File: config.mk
export PLATFORM = sky130hd
export DESIGN_NAME = FetchUnit
export DESIGN_NICKNAME = d
export VERILOG_FILES = /design/src/FetchTypes.sv /design/src/BranchPredictor.sv /design/src/FetchStage.sv /design/src/FetchUnit.sv /design/src/InstructionCache.sv /design/src/NextPcStage.sv
export SDC_FILE = /design/constraint.sdc
export NUM_CORES = 1
export LEC_CHECK = 0
export BUFFER_PORTS_ARGS = -buffer_cell sky130_fd_sc_hd__buf_2
export CAP_MARGIN = 0
export CORE_ASPECT_RATIO = 0.9
export CORE_MARGIN = 5
export CORE_UTILIZATION = 59
export CTS_BUF_LIST = sky130_fd_sc_hd__clkbuf_8
export CTS_CLUSTER_SIZE = 40
export DETAILED_ROUTE_END_ITERATION = 10
export PLACE_DENSITY_LB_ADDON = 0.3
export SLEW_MARGIN = 30
export SYNTH_ARGS = -nofsm -noshare
export SYNTH_HDL_FRONTEND = slang
export SYNTH_HIERARCHICAL = 1
export SYNTH_SLANG_ARGS = --single-unit
File: constraint.sdc
create_clock -name clk -period 7.5 [get_ports clk]
set_input_delay 0 -clock clk [delete_from_list [all_inputs] [get_ports clk]]
set_output_delay 0 -clock clk [all_outputs]
set_load 0.1 [all_outputs]
File: src/FetchTypes.sv
/*
  Shared widths, geometry and packed structs of the two-lane fetch front end.
  Modules import this package inside their bodies and use scoped names in port lists.
*/
package FetchTypes;

    // Fetch group geometry, one group fills one cache line
    localparam int FETCH_WIDTH = 2;
    localparam int PC_WIDTH = 16;
    localparam int INSN_WIDTH = 32;
    localparam int INSN_BYTES = 4;
    localparam int GROUP_BYTES = FETCH_WIDTH * INSN_BYTES;

    // PC bits below one instruction and below one line
    localparam int INSN_OFFSET_BITS = $clog2(INSN_BYTES);
    localparam int LINE_OFFSET_BITS = $clog2(GROUP_BYTES);

    // Direct-mapped cache, indexed by line address
    localparam int CACHE_SETS = 8;
    localparam int CACHE_INDEX_BITS = $clog2(CACHE_SETS);
    localparam int CACHE_TAG_BITS = PC_WIDTH - LINE_OFFSET_BITS - CACHE_INDEX_BITS;

    // Target buffer, indexed by instruction address
    localparam int BTB_ENTRIES = 16;
    localparam int BTB_INDEX_BITS = $clog2(BTB_ENTRIES);
    localparam int BTB_TAG_BITS = PC_WIDTH - INSN_OFFSET_BITS - BTB_INDEX_BITS;

    typedef logic [PC_WIDTH-1:0] PcPath;
    typedef logic [INSN_WIDTH-1:0] InsnPath;

    typedef struct packed {
        logic predTaken;
        PcPath predAddr;
    } BranchPred;

    // One lane as it leaves the fetch stage
    typedef struct packed {
        logic valid;
        PcPath pc;
        InsnPath insn;
        BranchPred pred;
    } FetchLane;

    typedef struct packed {
        FetchLane [FETCH_WIDTH-1:0] lane;
    } FetchGroup;

    // Group start entering the fetch stage
    typedef struct packed {
        logic valid;
        PcPath pc;
    } PcGroup;

    // Restart target plus the branch outcome used for training
    typedef struct packed {
        logic valid;
        PcPath target;
        PcPath pc;
        logic taken;
    } Redirect;

    typedef struct packed {
        InsnPath [FETCH_WIDTH-1:0] insn;
    } CacheLine;

    // Start of the line that holds pc
    function automatic PcPath GroupBase(input PcPath pc);
        return pc & ~PcPath'(GROUP_BYTES - 1);
    endfunction

endpackage

File: src/BranchPredictor.sv
/*
  Direct-mapped branch target buffer with two-bit counters.
  Looked up combinationally for every lane of the fetch group,
  trained by the branch outcome carried on the redirect port.
*/
`timescale 1ns/1ps

module BranchPredictor (
    input logic clk,
    input logic reset,
    input FetchTypes::PcPath [FetchTypes::FETCH_WIDTH-1:0] lanePc,
    output FetchTypes::BranchPred [FetchTypes::FETCH_WIDTH-1:0] lanePred,
    input FetchTypes::Redirect redirect
);
    import FetchTypes::*;

    logic [BTB_TAG_BITS-1:0] tagTable [BTB_ENTRIES];
    PcPath targetTable [BTB_ENTRIES];
    logic [1:0] counterTable [BTB_ENTRIES];

    logic [BTB_INDEX_BITS-1:0] lookupIndex [FETCH_WIDTH];
    logic [FETCH_WIDTH-1:0] lookupTaken;
    logic [BTB_INDEX_BITS-1:0] trainIndex;
    logic trainHit;

    // Entry select skips the bits below one instruction
    function automatic logic [BTB_INDEX_BITS-1:0] btbIndex(input PcPath pc);
        return pc[INSN_OFFSET_BITS +: BTB_INDEX_BITS];
    endfunction

    function automatic logic [BTB_TAG_BITS-1:0] btbTag(input PcPath pc);
        return pc[PC_WIDTH-1 -: BTB_TAG_BITS];
    endfunction

    always_comb begin
        for (int i = 0; i < FETCH_WIDTH; i++) begin
            lookupIndex[i] = btbIndex(lanePc[i]);
            // Taken needs a matching tag and a counter of 2 or more
            lookupTaken[i] = (tagTable[lookupIndex[i]] == btbTag(lanePc[i]))
                && (counterTable[lookupIndex[i]] >= 2'd2);
            lanePred[i].predTaken = lookupTaken[i];
            lanePred[i].predAddr = lookupTaken[i] ? targetTable[lookupIndex[i]]
                                                  : lanePc[i] + PcPath'(INSN_BYTES);
        end
        trainIndex = btbIndex(redirect.pc);
        trainHit = tagTable[trainIndex] == btbTag(redirect.pc);
    end

    // Taken outcome installs the branch and its target
    always_ff @(posedge clk) begin
        if (redirect.valid && redirect.taken) begin
            tagTable[trainIndex] <= btbTag(redirect.pc);
            targetTable[trainIndex] <= redirect.target;
        end
    end

    // Counters start weakly not-taken and saturate at 0 and 3
    always_ff @(posedge clk) begin
        if (reset) begin
            for (int i = 0; i < BTB_ENTRIES; i++) begin
                counterTable[i] <= 2'd1;
            end
        end else if (redirect.valid) begin
            if (redirect.taken) begin
                if (counterTable[trainIndex] != 2'd3) begin
                    counterTable[trainIndex] <= counterTable[trainIndex] + 2'd1;
                end
            end else if (trainHit && counterTable[trainIndex] != 2'd0) begin
                // Not-taken only weakens the branch already stored here
                counterTable[trainIndex] <= counterTable[trainIndex] - 2'd1;
            end
        end
    end

endmodule

File: src/FetchStage.sv
/*
  Fetch pipeline stage.
  Registers the group from the next-PC stage, reads it from the instruction cache,
  applies the lane predictions, flushes lanes after a predicted-taken lane,
  resolves the next fetch PC and hands the group on with a valid/ready handshake.
*/
`timescale 1ns/1ps

module FetchStage (
    input logic clk,
    input logic reset,
    input FetchTypes::Redirect redirect,
    input FetchTypes::PcGroup fetchPc,
    output logic advance,
    output FetchTypes::PcPath nextFetchPc,
    output logic lookupValid,
    output FetchTypes::PcPath lookupPc,
    input logic hit,
    input FetchTypes::CacheLine line,
    output FetchTypes::PcPath [FetchTypes::FETCH_WIDTH-1:0] lanePc,
    input FetchTypes::BranchPred [FetchTypes::FETCH_WIDTH-1:0] lanePred,
    output logic outValid,
    output FetchTypes::FetchGroup outGroup,
    input logic outReady
);
    import FetchTypes::*;

    // Pipeline register, lane valids plus the line base
    logic [FETCH_WIDTH-1:0] regValid;
    PcPath regBase;

    logic stall, regStall, beginStall, miss;
    // Predictions captured at the start of a stall
    BranchPred [FETCH_WIDTH-1:0] regPred;
    BranchPred [FETCH_WIDTH-1:0] pred;
    logic [FETCH_WIDTH-1:0] isFlushed;
    logic [FETCH_WIDTH-1:0] laneValid;
    logic takenFound;
    logic [LINE_OFFSET_BITS-INSN_OFFSET_BITS-1:0] laneOffset;

    always_comb begin
        lookupValid = |regValid;
        lookupPc = regBase;
        for (int i = 0; i < FETCH_WIDTH; i++) begin
            lanePc[i] = regBase + PcPath'(i * INSN_BYTES);
        end

        // Keep the prediction of the stalled group fixed
        pred = regStall ? regPred : lanePred;

        // First valid taken lane wins, later lanes are dropped
        takenFound = 1'b0;
        nextFetchPc = regBase + PcPath'(GROUP_BYTES);
        for (int i = 0; i < FETCH_WIDTH; i++) begin
            isFlushed[i] = takenFound && regValid[i];
            laneValid[i] = regValid[i] && !takenFound;
            if (laneValid[i] && pred[i].predTaken) begin
                nextFetchPc = pred[i].predAddr;
            end
            takenFound = takenFound || (regValid[i] && pred[i].predTaken);
        end

        miss = lookupValid && !hit;
        outValid = (|laneValid) && hit;
        // Stall on a miss or when the consumer holds us
        stall = miss || (outValid && !outReady);
        beginStall = stall && !regStall;
        advance = fetchPc.valid && !stall && !redirect.valid;

        // Lanes below the entry point of the line are not fetched
        laneOffset = fetchPc.pc[LINE_OFFSET_BITS-1:INSN_OFFSET_BITS];

        for (int i = 0; i < FETCH_WIDTH; i++) begin
            outGroup.lane[i].valid = laneValid[i];
            outGroup.lane[i].pc = lanePc[i];
            outGroup.lane[i].insn = line.insn[i];
            outGroup.lane[i].pred = pred[i];
        end
    end

    always_ff @(posedge clk) begin
        if (reset) begin
            regValid <= '0;
            regStall <= 1'b0;
        end else begin
            regStall <= stall;
            if (redirect.valid) begin
                regValid <= '0;
            end else if (!stall) begin
                for (int i = 0; i < FETCH_WIDTH; i++) begin
                    regValid[i] <= fetchPc.valid && (i >= laneOffset);
                end
            end else begin
                // Taken during a stall, drop the lanes behind it for good
                regValid <= regValid & ~isFlushed;
            end
        end
    end

    always_ff @(posedge clk) begin
        if (!stall) begin
            regBase <= GroupBase(fetchPc.pc);
        end
        if (beginStall) begin
            regPred <= lanePred;
        end
    end

    // Held group must survive cache, predictor and handshake together
    aGroupHeld: assert property (
        @(posedge clk) disable iff (reset)
        outValid && !outReady && !redirect.valid |=> outValid && $stable(outGroup)
    ) else $error("Output group changed while stalled");

endmodule

File: src/FetchUnit.sv
/*
  Top level of the instruction-fetch front end.
  Ties the next-PC stage, branch predictor, instruction cache and fetch stage
  to the redirect, refill and output ports.
*/
`timescale 1ns/1ps

module FetchUnit (
    input logic clk,
    input logic reset,
    input FetchTypes::Redirect redirect,
    output logic refillValid,
    output FetchTypes::PcPath refillAddr,
    input logic refillReady,
    input logic respValid,
    input FetchTypes::CacheLine respLine,
    output logic outValid,
    output FetchTypes::FetchGroup outGroup,
    input logic outReady
);
    import FetchTypes::*;

    // Next-PC stage and fetch stage loop
    PcGroup fetchPc;
    logic advance;
    PcPath nextFetchPc;

    // Cache lookup
    logic lookupValid;
    PcPath lookupPc;
    logic hit;
    CacheLine line;

    // Predictor lookup per lane
    PcPath [FETCH_WIDTH-1:0] lanePc;
    BranchPred [FETCH_WIDTH-1:0] lanePred;

    NextPcStage nextPcStage (
        .clk(clk),
        .reset(reset),
        .redirect(redirect),
        .advance(advance),
        .nextFetchPc(nextFetchPc),
        .fetchPc(fetchPc)
    );

    BranchPredictor branchPredictor (
        .clk(clk),
        .reset(reset),
        .lanePc(lanePc),
        .lanePred(lanePred),
        .redirect(redirect)
    );

    InstructionCache instructionCache (
        .clk(clk),
        .reset(reset),
        .lookupValid(lookupValid),
        .lookupPc(lookupPc),
        .hit(hit),
        .line(line),
        .refillValid(refillValid),
        .refillAddr(refillAddr),
        .refillReady(refillReady),
        .respValid(respValid),
        .respLine(respLine)
    );

    FetchStage fetchStage (
        .clk(clk),
        .reset(reset),
        .redirect(redirect),
        .fetchPc(fetchPc),
        .advance(advance),
        .nextFetchPc(nextFetchPc),
        .lookupValid(lookupValid),
        .lookupPc(lookupPc),
        .hit(hit),
        .line(line),
        .lanePc(lanePc),
        .lanePred(lanePred),
        .outValid(outValid),
        .outGroup(outGroup),
        .outReady(outReady)
    );

endmodule

File: src/InstructionCache.sv
/*
  Direct-mapped instruction cache, one fetch group per line.
  The fetch stage looks up a group base and gets hit and line in the same cycle.
  A miss starts one refill over the valid/ready request channel and writes the response.
*/
`timescale 1ns/1ps

module InstructionCache (
    input logic clk,
    input logic reset,
    input logic lookupValid,
    input FetchTypes::PcPath lookupPc,
    output logic hit,
    output FetchTypes::CacheLine line,
    output logic refillValid,
    output FetchTypes::PcPath refillAddr,
    input logic refillReady,
    input logic respValid,
    input FetchTypes::CacheLine respLine
);
    import FetchTypes::*;

    typedef enum logic [1:0] {Idle, Request, Wait} RefillState;

    RefillState state;
    logic [CACHE_SETS-1:0] lineValid;
    logic [CACHE_TAG_BITS-1:0] tagArray [CACHE_SETS];
    CacheLine dataArray [CACHE_SETS];
    // Line being refilled
    PcPath reqAddr;

    logic [CACHE_INDEX_BITS-1:0] lookupIndex;
    logic [CACHE_INDEX_BITS-1:0] fillIndex;
    logic tagHit;
    logic startFill;

    always_comb begin
        lookupIndex = lookupPc[LINE_OFFSET_BITS +: CACHE_INDEX_BITS];
        fillIndex = reqAddr[LINE_OFFSET_BITS +: CACHE_INDEX_BITS];
        tagHit = lineValid[lookupIndex]
            && (tagArray[lookupIndex] == lookupPc[PC_WIDTH-1 -: CACHE_TAG_BITS]);
        // Lookups miss while a refill is out, so no line changes under a held group
        hit = tagHit && (state == Idle);
        line = dataArray[lookupIndex];
        startFill = (state == Idle) && lookupValid && !tagHit;
        refillValid = state == Request;
        refillAddr = reqAddr;
    end

    always_ff @(posedge clk) begin
        if (reset) begin
            state <= Idle;
            lineValid <= '0;
        end else begin
            case (state)
                Idle: if (startFill) state <= Request;
                Request: if (refillReady) state <= Wait;
                Wait: begin
                    // Response has no ready, take it when it comes
                    if (respValid) begin
                        state <= Idle;
                        lineValid[fillIndex] <= 1'b1;
                    end
                end
                default: state <= Idle;
            endcase
        end
    end

    always_ff @(posedge clk) begin
        if (startFill) begin
            reqAddr <= GroupBase(lookupPc);
        end
        if (state == Wait && respValid) begin
            tagArray[fillIndex] <= reqAddr[PC_WIDTH-1 -: CACHE_TAG_BITS];
            dataArray[fillIndex] <= respLine;
        end
    end

    aRefillHeld: assert property (
        @(posedge clk) disable iff (reset)
        refillValid && !refillReady |=> refillValid && $stable(refillAddr)
    ) else $error("Refill request dropped or changed before acceptance");

endmodule

File: src/NextPcStage.sv
/*
  Next-PC stage of the fetch front end.
  Holds the PC of the group being fetched and offers the PC of the next group,
  either a redirect target still waiting to enter or the fetch stage's resolved next PC.
*/
`timescale 1ns/1ps

module NextPcStage (
    input logic clk,
    input logic reset,
    input FetchTypes::Redirect redirect,
    input logic advance,
    input FetchTypes::PcPath nextFetchPc,
    output FetchTypes::PcGroup fetchPc
);
    import FetchTypes::*;

    // PC of the group in, or about to enter, the fetch stage
    PcPath pcReg;
    // pcReg has not been taken by the fetch stage yet
    logic pendReg;
    // Fetch starts the cycle after reset
    logic runReg;

    always_ff @(posedge clk) begin
        if (reset) begin
            pcReg <= '0;
            pendReg <= 1'b1;
            runReg <= 1'b0;
        end else begin
            runReg <= 1'b1;
            if (redirect.valid) begin
                // Restart, the fetch stage is emptied in the same cycle
                pcReg <= redirect.target;
                pendReg <= 1'b1;
            end else if (advance) begin
                pcReg <= fetchPc.pc;
                pendReg <= 1'b0;
            end
        end
    end

    always_comb begin
        fetchPc.valid = runReg;
        // Pending target first, else follow the group now in the fetch stage
        fetchPc.pc = pendReg ? pcReg : nextFetchPc;
    end

    // Both sources of a new PC come from outside this stage
    aPcAligned: assert property (
        @(posedge clk) disable iff (reset)
        (redirect.valid || advance) |=> (pcReg[INSN_OFFSET_BITS-1:0] == '0)
    ) else $error("Fetch PC not instruction aligned");

endmodule

==> implementation parameters <==
Parameter                              Value

Yosys
  Synth Cell Area    51,870 µm²
  Post-synthesis instance total    2,836
  Yosys warnings    6
  Average footprint of a synthesized cell    18.29 µm²

Clock network
  Number of gates resized after CTS    0
  Number of buffers between clock root and the deepest sink    3
  CTS root buf    sky130_fd_sc_hd__clkbuf_8
  Clock-pin slew of the registers on the worst-case setup and hold paths    ~60 ps
  Total CTS buffers    175
  Number of clock sinks    1,129
  Count of H-tree levels built during CTS    4
  Clock tree from TritonCTS    yes
  Clock network latency to the later pin of the worst-skew pair    850 ps

Routing
  Final wirelength    129.2 mm
  Drt initial violations    3,485
  Average vias per placed instance    6.452
  First-pass detailed-route iteration total    6
  Routed length per instance    28.76 µm
  Number of design rule violations left after detail routing    0
  Number of vias in the routed layout    ~29,000
  Detail Route Antenna Nets    0

Placement
  Count of buffers from port buffering    241
  Final HPWL DP    74.99 mm
  Final GP Congestion    0.9068

Floorplan
  Top-Level Pins    roughly 250
  Effective utilization at floorplan    0.5927
  Die area    93,950 µm²
  Die height    291.3 µm
  Die Wd    ~320 µm
  Floorplan core area    87,510 µm²
  Std-Cell Rows    just over 100

GRT
  Antenna violations before repair    6
  Number of global-route vias before repair    29,758
  Total overflow reported by the global router    0
  Global-route wire length before repair    about 190 mm
  Pin count of the biggest net entering global routing    148
  Overall fraction of global-route tracks in use    0.2736

Timing
  Sum Neg Setup Slack    0 ps
  Min Clock Period, post-route    between 5000 and 6000 ps
  Hold violation count in the final report    0
  Max transition margin    0.3071
  Worst slew pin tran    1039 ps
  Unrepaired setup endpoints after global routing    no
  Maximum clock rate    roughly 0.18 GHz
  Final clock skew    ~42 ps
  Tightest hold margin    78.07 ps
  Setup violation total in the final timing report    0
  Share of the clock period used by the worst path after layout    0.7470
  Fin. max-slew vios    0

Pwr
  Internal power    10,330 µW
  Power density cells    254.9 nW/µm²
  Part of the total power dissipated in sequential elements    0.477
  P_sw    4537 µW
  Switching fraction of total power    0.3051
  Overall power consumption    between 10,000 and 15,000 µW
  Combinational share of power    0.198
  Proportion of power drawn by the clock network    0.326
  Worst IR Drop VDD    0.0001824 V
  Static leakage    0.01975 µW

Run status
  Run status    finished clean

Layout
  Area added between synthesis and finish    12.47%
  Net count of the finished layout    3,302
  Fraction of final layout cells sized beyond drive strength 1    0.3290
  Layout Utilization    0.6667

Worst setup path
  Critical Path RT    8200 ps
  Worst Setup Path Type    reg2reg
  Critical Path Start Type    register
  Worst setup EP type    register
  Data arrival at the endpoint of the critical path    6300 ps
  Largest fanout on the critical path    99

Flow run
  Number of max-cap violations    0

Hold path
  Hold/Removal Path Class    in2reg
[worst paths after layout]
check | startpoint | endpoint | slack [ps] | cells past startpoint
worst max-delay path | fetchStage/lookupPc[3] | nextPcStage/pcReg[5] | 1900 | 13
worst min-delay path | respLine[23] | instructionCache/dataArray[7][23] | 80 | 2
worst max register to register | fetchStage/lookupPc[3] | nextPcStage/pcReg[5] | 1900 | 13
worst min register to register | instructionCache/lineValid[5] | instructionCache/lineValid[5] | 470 | 2
[what timing repair did]
action                     CTS  global route
hold buffers               163             0
buffers inserted             0             0
hold endpoints to repair  1052             0
[flip-flops by register name, indices dropped and copies added (netlist names)]
name / count
branchPredictor/counterTable: 32
branchPredictor/tagTable: 160
branchPredictor/targetTable: 256
fetchStage/lookupPc: 13
fetchStage/regPred: 34
fetchStage/regStall: 1
fetchStage/regValid: 2
instructionCache/dataArray: 512
instructionCache/lineValid: 8
instructionCache/refillAddr: 13
instructionCache/state: 2
instructionCache/tagArray: 80
nextPcStage/pcReg: 14
nextPcStage/pendReg: 1
nextPcStage/runReg: 1
[power by group through the flow]
stage               Combinational [µW]  Sequential [µW]  Clock [µW]
finish                            2940             7090        4840
global route                      3060             7090        5240
CTS                               2900             7090        4910
detailed placement                2810             7220           0
global placement                  2770             7220           0
floorplan                         2340             7230           0
[cell usage in the layout, fill, tap and decap left out, drive strengths merged, types with 11 or more instances in the layout]
cell type / instances
conb: 15
a221o: 15
mux2: 88
clkbuf: 184
nand3: 37
a21oi: 14
nor2b: 13
nand2b: 13
a31o: 11
clkinv: 42
nor3: 28
inv: 109
a22oi: 22
nor4b: 15
edfxtp: 1100
xnor2: 42
xor2: 33
nor2: 78
mux2i: 99
mux4: 422
dlygate4sd3: 163
and2: 22
o21ai: 30
nand2: 254
dfxtp: 29
buf: 326
and3: 14
[area by class of cell]
cell class                      instances  area, µm²
Antenna cell                            3      7.507
Tap cell                             1155       1445
Sequential cell                      1129      33610
Timing Repair Buffer                  489       3608
Fill cell                            5720      29170
Multi-Input combinational cell       1377      16290
Clock buffer                          184       2532
Clock inverter                        131      743.2
Inverter                               24      92.59
[critical path, stage by stage (launching register included)]
cell,delay (ps)
sky130_fd_sc_hd__edfxtp_1,730
sky130_fd_sc_hd__buf_6,280
sky130_fd_sc_hd__buf_12,300
sky130_fd_sc_hd__buf_16,480
sky130_fd_sc_hd__buf_12,380
sky130_fd_sc_hd__buf_16,440
sky130_fd_sc_hd__mux4_2,420
sky130_fd_sc_hd__mux4_2,470
sky130_fd_sc_hd__mux2_2,290
sky130_fd_sc_hd__mux2_2,280
sky130_fd_sc_hd__mux2_4,260
sky130_fd_sc_hd__mux2_2,260
sky130_fd_sc_hd__mux2_4,270
sky130_fd_sc_hd__a221o_1,300
[routing by layer]
metal	wire [µm]	part of all wire	vias up	global-route usage
li1	-	-	12130	-
met1	48910	0.38	14969	0.3766
met2	62340	0.48	1629	0.4344
met3	14200	0.11	249	0.07800
met4	3726	0.029	4	0.08051
met5	24	0.00019	-	0
[per-stage QoR]
stage | setup WS (ps) | area, µm² | cells
6_report | 1898 | 58340 | 4492
4_1_cts | 2035 | 58250 | 4486
3_3_place_gp | 1763 | 53270 | 4005
5_1_grt | 1677 | 58330 | 4491
3_5_place_dp | 2102 | 53340 | 4008
2_1_floorplan | 552.0 | 51910 | 2848
Power figures use the tool's default switching activity.
